### src/rename_pkg.sv
`default_nettype none

package rename_pkg;

    localparam int pr_addr_w  = 5;
    localparam int arch_w     = 4;
    localparam int num_ren    = 10;   // arch regs 2..11
    localparam int num_pr     = 32;
    localparam int first_free = 12;   // first tag handed to the free list

    localparam logic [3:0] op_bit   = 4'd11;
    localparam logic [3:0] op_load  = 4'd12;
    localparam logic [3:0] op_store = 4'd13;
    localparam logic [3:0] op_cterm = 4'd14;
    localparam logic [3:0] op_term  = 4'd15;

    // two dests, three sources
    typedef struct packed {
        logic [3:0]        opcode;
        logic [arch_w-1:0] dst1;
        logic [arch_w-1:0] dst0;
        logic [arch_w-1:0] src2;
        logic [arch_w-1:0] src1;
        logic [arch_w-1:0] src0;
    } uop_alu_t;

    // memory and control ops, field meaning depends on opcode
    typedef struct packed {
        logic [3:0]        opcode;
        logic [3:0]        imm;
        logic [arch_w-1:0] f3;
        logic [arch_w-1:0] f2;
        logic [arch_w-1:0] f1;
        logic [arch_w-1:0] f0;
    } uop_mem_t;

    typedef union packed {
        uop_alu_t alu;
        uop_mem_t mem;
    } microop_t;

endpackage

`default_nettype wire

### src/dest_if.sv
`default_nettype none

interface dest_if import rename_pkg::*; ();

    logic                 wr_en0;
    logic                 wr_en1;
    logic [arch_w-1:0]    wr_arch0;
    logic [arch_w-1:0]    wr_arch1;
    logic [pr_addr_w-1:0] wr_tag0;
    logic [pr_addr_w-1:0] wr_tag1;

    modport ctrl (
        output wr_en0, wr_en1, wr_arch0, wr_arch1, wr_tag0, wr_tag1
    );

    // alias table side
    modport rat (
        input wr_en0, wr_en1, wr_arch0, wr_arch1, wr_tag0, wr_tag1
    );

    modport board (
        input wr_en0, wr_en1, wr_tag0, wr_tag1
    );

endinterface

`default_nettype wire

### src/rename_lookup.sv
`default_nettype none

module rename_lookup import rename_pkg::*; #(
    parameter int num_ren = rename_pkg::num_ren
) (
    input  wire logic [arch_w-1:0]                   arch_reg,
    input  wire logic [num_ren-1:0]                  rat_done,
    input  wire logic [num_pr-1:0]                   phys_reg_done,
    input  wire logic [num_ren-1:0][pr_addr_w-1:0]   rat_aliases,
    output logic      [pr_addr_w-1:0]                phys_reg,
    output logic                                     ready
);

    logic              is_const;
    logic              in_range;
    logic [arch_w-1:0] idx;

    assign is_const = arch_reg < arch_w'(2);
    assign in_range = arch_reg < arch_w'(num_ren + 2);
    assign idx      = arch_reg - arch_w'(2);

    // regs past the renamable range read as tag 0
    assign phys_reg = is_const ? pr_addr_w'(arch_reg)
                    : in_range ? rat_aliases[idx]
                    : '0;
    assign ready    = is_const | ~in_range | rat_done[idx] | phys_reg_done[phys_reg];

endmodule

`default_nettype wire

### src/rename_decoder.sv
`default_nettype none

module rename_decoder import rename_pkg::*; #(
    parameter int num_ren = rename_pkg::num_ren
) (
    input  wire microop_t                            microop,
    input  wire logic [num_ren-1:0]                  rat_done,
    input  wire logic [num_pr-1:0]                   phys_reg_done,
    input  wire logic [num_ren-1:0][pr_addr_w-1:0]   rat_aliases,
    output logic      [3:0][pr_addr_w-1:0]           src_regs,
    output logic      [3:0]                          src_ready,
    output logic      [3:0]                          immediate,
    output logic      [arch_w-1:0]                   dst_arch0,
    output logic      [arch_w-1:0]                   dst_arch1,
    output logic      [1:0]                          dst_need
);

    logic [3:0][arch_w-1:0] src_arch;   // slot 3 .. slot 0
    logic                   wr0;
    logic                   wr1;

    function automatic logic is_real(input logic [arch_w-1:0] r);
        return (r >= arch_w'(2)) && (r < arch_w'(num_ren + 2));
    endfunction

    always_comb begin
        wr0       = 1'b0;
        wr1       = 1'b0;
        immediate = microop.mem.imm;
        case (microop.mem.opcode)
            op_bit: begin
                immediate = microop.mem.f0;
                src_arch  = {4'h0, microop.mem.f2, microop.mem.f1, 4'h0};
                wr0       = 1'b1;
            end
            op_load: begin
                src_arch = {4'h0, microop.mem.f2, microop.mem.f1, microop.mem.f0};
                wr0      = 1'b1;
            end
            op_store: begin
                src_arch = {microop.mem.f3, microop.mem.f2, microop.mem.f1, microop.mem.f0};
            end
            op_cterm: begin
                // imm field reused as a source so regs keep their slots
                immediate = microop.mem.f0;
                src_arch  = {microop.mem.f3, microop.mem.f2, microop.mem.f1, microop.mem.imm};
            end
            op_term: begin
                immediate = microop.mem.f0;
                src_arch  = {microop.mem.f3, 8'h00, microop.mem.imm};
            end
            default: begin  // alu op
                immediate = 4'h0;
                src_arch  = {4'h0, microop.alu.src2, microop.alu.src1, microop.alu.src0};
                wr0       = 1'b1;
                wr1       = 1'b1;
            end
        endcase
    end

    assign dst_arch0   = microop.alu.dst0;
    assign dst_arch1   = microop.alu.dst1;
    assign dst_need[0] = wr0 & is_real(microop.alu.dst0);
    assign dst_need[1] = wr1 & is_real(microop.alu.dst1);

    for (genvar i = 0; i < 4; i++) begin : g_slot
        rename_lookup #(
            .num_ren(num_ren)
        ) u_lookup (
            .arch_reg     (src_arch[i]),
            .rat_done     (rat_done),
            .phys_reg_done(phys_reg_done),
            .rat_aliases  (rat_aliases),
            .phys_reg     (src_regs[i]),
            .ready        (src_ready[i])
        );
    end

endmodule

`default_nettype wire

### src/alias_table.sv
`default_nettype none

module alias_table import rename_pkg::*; #(
    parameter int num_ren = rename_pkg::num_ren
) (
    input  wire logic                              clk,
    input  wire logic                              rst,
    dest_if.rat                                    dest,
    output logic [num_ren-1:0][pr_addr_w-1:0]      rat_aliases,
    output logic [num_ren-1:0]                     rat_done
);

    logic [num_ren-1:0][pr_addr_w-1:0] alias_q;
    logic [num_ren-1:0]                done_q;
    logic [arch_w-1:0]                 idx0;
    logic [arch_w-1:0]                 idx1;

    assign idx0 = dest.wr_arch0 - arch_w'(2);
    assign idx1 = dest.wr_arch1 - arch_w'(2);

    always_ff @(posedge clk) begin
        if (rst) begin
            for (int i = 0; i < num_ren; i++) begin
                alias_q[i] <= pr_addr_w'(i + 2);   // identity map
            end
            done_q <= '1;
        end else begin
            if (dest.wr_en0) begin
                alias_q[idx0] <= dest.wr_tag0;
                done_q[idx0]  <= 1'b0;
            end
            if (dest.wr_en1) begin     // later write wins on same reg
                alias_q[idx1] <= dest.wr_tag1;
                done_q[idx1]  <= 1'b0;
            end
        end
    end

    assign rat_aliases = alias_q;
    assign rat_done    = done_q;

endmodule

`default_nettype wire

### src/free_list.sv
`default_nettype none

module free_list import rename_pkg::*; #(
    parameter int  fifo_depth = 32,
    localparam int ptr_w      = $clog2(fifo_depth),
    localparam int cnt_w      = $clog2(fifo_depth + 1)
) (
    input  wire logic                 clk,
    input  wire logic                 rst,
    input  wire logic                 pop0,
    input  wire logic                 pop1,
    input  wire logic                 push,
    input  wire logic [pr_addr_w-1:0] push_tag,
    output logic      [pr_addr_w-1:0] head0,
    output logic      [pr_addr_w-1:0] head1,
    output logic      [cnt_w-1:0]     count
);

    logic [pr_addr_w-1:0] mem [fifo_depth];
    logic [ptr_w-1:0]     rd_ptr;
    logic [ptr_w-1:0]     wr_ptr;
    logic [cnt_w-1:0]     cnt_q;
    logic [1:0]           n_pop;

    assign n_pop = {1'b0, pop0} + {1'b0, pop1};

    assign head0 = mem[rd_ptr];
    // lone pop1 takes the head entry
    assign head1 = pop0 ? mem[rd_ptr + ptr_w'(1)] : mem[rd_ptr];
    assign count = cnt_q;

    always_ff @(posedge clk) begin
        if (push) begin
            mem[wr_ptr] <= push_tag;
        end
    end

    always_ff @(posedge clk) begin
        if (rst) begin
            rd_ptr <= '0;
            wr_ptr <= '0;
            cnt_q  <= '0;      // empty until start-up fill
        end else begin
            rd_ptr <= rd_ptr + ptr_w'(n_pop);
            wr_ptr <= wr_ptr + ptr_w'(push);
            cnt_q  <= cnt_q + cnt_w'(push) - cnt_w'(n_pop);
        end
    end

endmodule

`default_nettype wire

### src/ready_board.sv
`default_nettype none

module ready_board import rename_pkg::*; (
    input  wire logic                 clk,
    input  wire logic                 rst,
    input  wire logic                 wb_valid,
    input  wire logic [pr_addr_w-1:0] wb_tag,
    dest_if.board                     dest,
    output logic      [num_pr-1:0]    phys_reg_done
);

    logic [num_pr-1:2] done_q;   // tags 0 and 1 are constants

    always_ff @(posedge clk) begin
        if (rst) begin
            done_q <= '1;
        end else begin
            if (wb_valid && wb_tag >= pr_addr_w'(2)) begin
                done_q[wb_tag] <= 1'b1;
            end
            // a fresh allocation is not done yet
            if (dest.wr_en0) begin
                done_q[dest.wr_tag0] <= 1'b0;
            end
            if (dest.wr_en1) begin
                done_q[dest.wr_tag1] <= 1'b0;
            end
        end
    end

    assign phys_reg_done = {done_q, 2'b11};

endmodule

`default_nettype wire

### src/init_counter.sv
`default_nettype none

module init_counter import rename_pkg::*; (
    input  wire logic                 clk,
    input  wire logic                 rst,
    input  wire logic                 run,
    output logic      [pr_addr_w-1:0] tag,
    output logic                      last
);

    logic [pr_addr_w-1:0] tag_q;

    always_ff @(posedge clk) begin
        if (rst) begin
            tag_q <= pr_addr_w'(first_free);
        end else if (run && !last) begin
            tag_q <= tag_q + pr_addr_w'(1);
        end
    end

    assign tag  = tag_q;
    assign last = tag_q == pr_addr_w'(num_pr - 1);   // final tag of the fill

endmodule

`default_nettype wire

### src/rename_ctrl.sv
`default_nettype none

module rename_ctrl import rename_pkg::*; #(
    parameter int count_w = 6
) (
    input  wire logic                 clk,
    input  wire logic                 rst,
    input  wire logic                 in_valid,
    input  wire logic [arch_w-1:0]    dst_arch0,
    input  wire logic [arch_w-1:0]    dst_arch1,
    input  wire logic [1:0]           dst_need,
    input  wire logic [count_w-1:0]   count,
    input  wire logic [pr_addr_w-1:0] head0,
    input  wire logic [pr_addr_w-1:0] head1,
    input  wire logic                 init_last,
    output logic                      in_ready,
    output logic                      accept,
    output logic                      init_run,
    output logic                      pop0,
    output logic                      pop1,
    dest_if.ctrl                      dest
);

    typedef enum logic {INIT, RUN} state_t;

    state_t     state;
    logic [1:0] need;

    always_ff @(posedge clk) begin
        if (rst) begin
            state <= INIT;
        end else if (state == INIT && init_last) begin
            state <= RUN;
        end
    end

    assign need     = {1'b0, dst_need[0]} + {1'b0, dst_need[1]};
    assign init_run = state == INIT;
    // stall when the free list cannot cover this microop
    assign in_ready = (state == RUN) && (count >= count_w'(need));
    assign accept   = in_valid & in_ready;
    assign pop0     = accept & dst_need[0];
    assign pop1     = accept & dst_need[1];

    assign dest.wr_en0   = pop0;
    assign dest.wr_en1   = pop1;
    assign dest.wr_arch0 = dst_arch0;
    assign dest.wr_arch1 = dst_arch1;
    assign dest.wr_tag0  = head0;
    assign dest.wr_tag1  = head1;

endmodule

`default_nettype wire

### src/rename_unit.sv
`default_nettype none

module rename_unit import rename_pkg::*; #(
    parameter int num_ren    = rename_pkg::num_ren,
    parameter int fifo_depth = 32
) (
    input  wire logic                      clk,
    input  wire logic                      rst,
    input  wire logic                      in_valid,
    input  wire microop_t                  microop,
    output logic                           in_ready,
    input  wire logic                      wb_valid,
    input  wire logic [pr_addr_w-1:0]      wb_tag,
    input  wire logic                      free_valid,
    input  wire logic [pr_addr_w-1:0]      free_tag,
    output logic                           out_valid,
    output logic      [3:0][pr_addr_w-1:0] src_regs,
    output logic      [3:0]                src_ready,
    output logic      [3:0]                immediate,
    output logic      [1:0][pr_addr_w-1:0] dst_tags,
    output logic      [1:0]                dst_valid
);

    localparam int count_w = $clog2(fifo_depth + 1);

    logic [num_ren-1:0][pr_addr_w-1:0] rat_aliases;
    logic [num_ren-1:0]                rat_done;
    logic [num_pr-1:0]                 phys_reg_done;
    logic [3:0][pr_addr_w-1:0]         dec_src_regs;
    logic [3:0]                        dec_src_ready;
    logic [3:0]                        dec_imm;
    logic [arch_w-1:0]                 dst_arch0;
    logic [arch_w-1:0]                 dst_arch1;
    logic [1:0]                        dst_need;
    logic                              accept;
    logic                              init_run;
    logic                              init_last;
    logic [pr_addr_w-1:0]              init_tag;
    logic                              pop0;
    logic                              pop1;
    logic [pr_addr_w-1:0]              head0;
    logic [pr_addr_w-1:0]              head1;
    logic [count_w-1:0]                count;
    logic                              push;
    logic [pr_addr_w-1:0]              push_tag;

    dest_if dst ();

    rename_decoder #(
        .num_ren(num_ren)
    ) u_decoder (
        .microop      (microop),
        .rat_done     (rat_done),
        .phys_reg_done(phys_reg_done),
        .rat_aliases  (rat_aliases),
        .src_regs     (dec_src_regs),
        .src_ready    (dec_src_ready),
        .immediate    (dec_imm),
        .dst_arch0    (dst_arch0),
        .dst_arch1    (dst_arch1),
        .dst_need     (dst_need)
    );

    alias_table #(
        .num_ren(num_ren)
    ) u_rat (
        .clk        (clk),
        .rst        (rst),
        .dest       (dst.rat),
        .rat_aliases(rat_aliases),
        .rat_done   (rat_done)
    );

    // start-up fill first, recycled tags afterwards
    assign push     = init_run | free_valid;
    assign push_tag = init_run ? init_tag : free_tag;

    free_list #(
        .fifo_depth(fifo_depth)
    ) u_free_list (
        .clk     (clk),
        .rst     (rst),
        .pop0    (pop0),
        .pop1    (pop1),
        .push    (push),
        .push_tag(push_tag),
        .head0   (head0),
        .head1   (head1),
        .count   (count)
    );

    ready_board u_board (
        .clk          (clk),
        .rst          (rst),
        .wb_valid     (wb_valid),
        .wb_tag       (wb_tag),
        .dest         (dst.board),
        .phys_reg_done(phys_reg_done)
    );

    init_counter u_init (
        .clk (clk),
        .rst (rst),
        .run (init_run),
        .tag (init_tag),
        .last(init_last)
    );

    rename_ctrl #(
        .count_w(count_w)
    ) u_ctrl (
        .clk      (clk),
        .rst      (rst),
        .in_valid (in_valid),
        .dst_arch0(dst_arch0),
        .dst_arch1(dst_arch1),
        .dst_need (dst_need),
        .count    (count),
        .head0    (head0),
        .head1    (head1),
        .init_last(init_last),
        .in_ready (in_ready),
        .accept   (accept),
        .init_run (init_run),
        .pop0     (pop0),
        .pop1     (pop1),
        .dest     (dst.ctrl)
    );

    always_ff @(posedge clk) begin
        if (rst) begin
            out_valid <= 1'b0;
            dst_valid <= '0;
        end else begin
            out_valid <= accept;
            dst_valid <= {dst.wr_en1, dst.wr_en0};
        end
    end

    // payload, qualified by out_valid
    always_ff @(posedge clk) begin
        if (accept) begin
            src_regs  <= dec_src_regs;
            src_ready <= dec_src_ready;
            immediate <= dec_imm;
            dst_tags  <= {dst.wr_tag1, dst.wr_tag0};
        end
    end

endmodule

`default_nettype wire

### config.mk
export PLATFORM = sky130hd
export DESIGN_NAME = rename_unit
export DESIGN_NICKNAME = d
export VERILOG_FILES = /design/src/rename_pkg.sv /design/src/dest_if.sv /design/src/rename_lookup.sv /design/src/rename_decoder.sv /design/src/alias_table.sv /design/src/free_list.sv /design/src/ready_board.sv /design/src/init_counter.sv /design/src/rename_ctrl.sv /design/src/rename_unit.sv
export SDC_FILE = /design/constraint.sdc
export NUM_CORES = 1
export LEC_CHECK = 0
export BUFFER_PORTS_ARGS = -buffer_cell sky130_fd_sc_hd__buf_2
export CAP_MARGIN = 20
export CELL_PAD_IN_SITES_DETAIL_PLACEMENT = 1
export CELL_PAD_IN_SITES_GLOBAL_PLACEMENT = 2
export CORE_MARGIN = 2
export CORE_UTILIZATION = 43
export DETAILED_ROUTE_END_ITERATION = 8
export PLACE_DENSITY = 0.91
export SETUP_SLACK_MARGIN = 0.2
export SLEW_MARGIN = 5
export SYNTH_ARGS = -nofsm -noshare
export SYNTH_HDL_FRONTEND = slang
export SYNTH_HIERARCHICAL = 1
export SYNTH_SLANG_ARGS = --single-unit
### constraint.sdc
create_clock -name clk -period 7.7 [get_ports clk]
set_clock_uncertainty 0.2 [all_clocks]
set_input_delay 1.54 -clock clk [delete_from_list [all_inputs] [get_ports clk]]
set_output_delay 1.54 -clock clk [all_outputs]
set_load 0.03 [all_outputs]
==> summary.md <==
| Metric | Value |
|---|---|
| Total standard cell area after synthesis | `19,540 um^2` |
| Number of DRC violations after detailed-routing iteration 0 | `1,556` |
| Number of instances in the synthesized netlist | `1,673` |
| Clock share of power | `42.1%` |
| Met2 wire len | `31.16 mm` |
| Die area | `47,160 um^2` |
| Fin nets | `1,722` |
| Area of the core | `45,090 um^2` |
| Final clock period utilization by the worst path | `74.30%` |
| Post-layout instance count excluding filler cells | `2,285` |
| WS Path Type | `primary input to primary output` |
| Global-route wire length before repair | `98.44 mm` |
| Routed via count | `15,280` |
| Routed wire length | `64.80 mm` |
| Element type at the critical path start | `primary input` |
| Post-Route M1 WL | `26.37 mm` |
| Post-CTS resize count | `0` |
| Reported net switching power | `1.163 mW` |
| Sequential fraction of the synthesis area | `42.21%` |
| DIE WIDTH | `217.2 um` |
| Proportion of power drawn by flip-flops and latches | `43.9%` |
| Total internal power | `3.034 mW` |
| Post-synthesis async set-or-reset flop share | `0%` |
| Number of port buffers | `80` |
| Remaining number of nets flagged by the antenna check after routing | `0` |
| Post-synthesis sequential element count | `313` |
| Number of buffers created by CTS | `36` |
| Max Slew Vio Count | `0` |
| Cell row count | `78` |
| Gp weighted congestion | `0.9242` |
| Total count of hold-check failures in the final report | `0` |
| Post-cts hold buffer count | `0` |
| Number of ports placed on the die boundary | `81` |
| # Post-CTS Setup Buffers | `0` |
| Deepest level of the CTS H-tree | `2` |
| Yosys top cell by area | `edfxtp_1` |
| Max Fanout on Critical Path | `14` |
| Logic gate share of total power | `14.0%` |
| Outcome | `finished, final reports clean` |
| Syn avg cell area | `11.68 um^2` |
| Least-Margin Pin Slew | `1.105 ns` |
| Maximum clock rate | `0.1748 GHz` |
| Via count of the first global-routing pass | `15,710` |
| Endpoint of the worst register-to-register path | `u_rat/rat_aliases[1]$_SDFF_PP1_` |
| Overall global routing resource usage | `27.34%` |
| Number of distinct standard cells referenced by the synthesized netlist | `82` |
| Endpoint required time on the critical path | `5.96 ns` |
| Total number of clock tree sinks | `313` |
| Power per standard cell area | `198.8 nW/um^2` |
| Post-synth EDFFs | `198` |
| Critical path capture point type | `primary output` |
| Routed wire length per instance | `28.36 um` |
| Top layer in use | `met4` |
| IR drop worst, VDD | `0.2291 mV` |
| Count of synthesis-stage warnings from yosys | `6` |
| Termination of the worst setup path | `in_ready` |
| GRT Residual Overflow | `0` |
| Via density per instance | `6.686` |
| Synth Flop Type | `edfxtp_1` |
| Effective utilization at floorplan | `43.34%` |
| Synth area leaders | `edfxtp_1, mux4_2, dfxtp_1` |
| Post-placement cell count | `2,219` |
| Worst rel slew slack | `25.89%` |
| Clock transition at path regs | `0.06 ns` |
| Arrival time of data at the critical path endpoint | `3.98 ns` |
| Layout overhead on the synthesized area | `8.055%` |
| Number of max-cap violations | `0` |
| Routed length on met3 | `4.936 mm` |
| Count of cells along the worst register-to-register path | `10` |
| Setup violations, final | `0` |
| Leakage | `7.258 nW` |
| HPWL after detailed placement | `45.22 mm` |
| Share of the synthesized area in the top cell type | `30.43%` |
| Height of the die | `217.2 um` |
| Worst reg2reg setup slack | `3.00 ns` |
| Class of the tightest hold or removal check | `register to register` |
| Pre-antenna DRT Iters | `5` |
| Fraction of final layout cells with drive strength greater than 1 | `20.24%` |
| Sw Ratio | `27.70%` |
| Worst reg2reg startpoint | `u_free_list/rd_ptr[0]$_SDFF_PP0_` |
| Buffer depth of the longest clock path | `3` |
| Clk Tree Root Cell | `clkbuf_16` |
| Number of remaining DRC errors | `0` |
| Maximum number of pins on one net before global-route repair | `58` |
| Final critical path time including I/O delays and setup | `5.721 ns` |
| CTS tree | `yes` |
| Clock latency at the later pin of the worst-skew pair | `0.57 ns` |
| Total Neg Setup Slack | `0 ns` |
| Unrepaired setup endpoints after global routing | `false` |
| Number of antenna violations at the first check in global routing | `0` |
| Ant. Diodes | `0` |
| Crit path from | `microop[21]` |
kinds of logic (layout without fill, tap and decap cells):
| family | count (synthesis) | in the layout | synth area share [%] |
|---|---|---|---|
| AO/OA/AOI/OAI | 430 | 430 | 15.44 |
| XOR/XNOR | 20 | 20 | 0.9733 |
| adder cells (fa/ha/maj) | 26 | 26 | 1.742 |
| buffers and inverters | 207 | 218 | 6.179 |
| flip-flops | 313 | 313 | 42.21 |
| multiplexers | 290 | 290 | 21.89 |
| other | 1 | 2 | 0.01919 |
| AND/OR/NAND/NOR | 386 | 386 | 11.55 |
how the worst min path moves through the flow:
stage	to	from	cells after the start	slack [ns]
detailed placement	u_ctrl/state$_SDFFE_PP0P_	u_ctrl/state$_SDFFE_PP0P_	2	0.30
floorplan	u_ctrl/state$_SDFFE_PP0P_	u_ctrl/state$_SDFFE_PP0P_	2	0.26
global placement	u_ctrl/state$_SDFFE_PP0P_	u_ctrl/state$_SDFFE_PP0P_	2	0.28
CTS	u_ctrl/state$_SDFFE_PP0P_	u_ctrl/state$_SDFFE_PP0P_	2	0.31
finish	u_ctrl/state$_SDFFE_PP0P_	u_ctrl/state$_SDFFE_PP0P_	2	0.30
global route	u_ctrl/state$_SDFFE_PP0P_	u_ctrl/state$_SDFFE_PP0P_	2	0.34
power by group through the flow:
stage / Clock, mW / Combinational [mW] / Sequential (mW)
global route: 1.85 / 0.624 / 1.85
floorplan: 0 / 0.441 / 1.87
CTS: 1.79 / 0.577 / 1.84
global placement: 0 / 0.552 / 1.88
detailed placement: 0 / 0.574 / 1.88
finish: 1.77 / 0.588 / 1.84
per-stage QoR:
stage	hold WS, ns	total power, mW	instance area [um^2]	setup slack [ns]	utilization [%]
6_report	0.3024	4.197	21110	1.979	46.83
5_1_grt	0.3366	4.322	21110	1.815	46.83
4_1_cts	0.3074	4.212	21110	1.964	46.83
3_5_place_dp	0.2952	2.454	19920	1.545	44.17
3_3_place_gp	0.2779	2.429	19920	1.780	44.17
2_1_floorplan	0.2628	2.313	19540	1.807	-
worst max-delay path, stage by stage:
cell and delay (ns):
buf_2 0.17, o211a_1 0.30, a211oi_2 0.25, ha_1 0.18, inv_1 0.04, ha_1 0.16, or4_1 0.53, a211oi_2 0.44
nor2_1 0.14, buf_2 0.21
state kept, by name (all words and copies together), names as in the netlist, 2 cells and up:
name / flops
u_rat/rat_aliases: 50
u_board/done_q: 30
dst_tags: 10
u_init/tag: 5
u_free_list/rd_ptr: 5
src_regs: 20
u_free_list/count: 6
u_free_list/mem: 160
src_ready: 4
immediate: 4
dst_valid: 2
u_free_list/wr_ptr: 5
u_rat/rat_done: 10
layout by cell type (no fill, tap or decap), types with 9 or more instances in the layout:
cell         n
a211oi_2    10
a21oi_1     60
a221oi_1    17
a22oi_1     23
a31oi_1     44
a32oi_1     17
and2_1      14
buf_2       80
buf_4       23
clkbuf_16   38
dfxtp_1    113
edfxtp_1   198
ha_1        23
inv_1       49
mux2_2      18
mux2i_1    164
mux4_2     108
nand2_1     46
nand2b_1    18
nand3_1     79
nand3b_1    15
nand4_1     12
nand4b_1     9
nand4bb_1    9
nor2_1      82
nor2b_1     18
nor3_1      15
nor3b_1      9
o211ai_1    12
o21ai_0     81
o21bai_1    32
o22ai_1     42
o41ai_1     31
xnor2_1      9
synthesized netlist by cell type (7+ instances only):
master,number
buf_4,44
nand2b_1,18
inv_1,49
nand4bb_1,9
nand4b_1,9
nor2b_1,18
nor3_1,15
o22a_1,8
and2_1,14
a31oi_1,44
mux4_2,108
nand3b_1,15
nor2_1,83
edfxtp_1,198
buf_2,45
a21oi_1,60
nand4_1,12
o21ai_0,81
xor2_1,9
o22ai_1,42
mux2i_1,164
a211oi_2,10
nor3b_1,11
nand3_1,79
a21o_1,7
mux2_2,18
o41ai_1,31
ha_1,24
nand2_1,46
o21bai_1,32
a221oi_1,17
xnor2_1,9
a32oi_1,17
buf_6,18
o211ai_1,12
a22oi_1,23
dfxtp_1,115
clkbuf_1,40
final cells by class:
class                      count  area (um^2)
inverter                      49        183.9
clock buffer                  48         1018
clock inverter                18        180.2
tap                          600        750.7
timing repair buffer         103        573.1
multi-input combinational   1154        10150
fill                        4723        23970
sequential                   313         8255
per-layer routing:
metal,up-vias,GRT usage (%)
li1,6581,-
met1,7790,36.20
met2,764,45.13
met3,142,4.053
met4,0,11.00
met5,-,0
(Power assumes the default switching activity.)
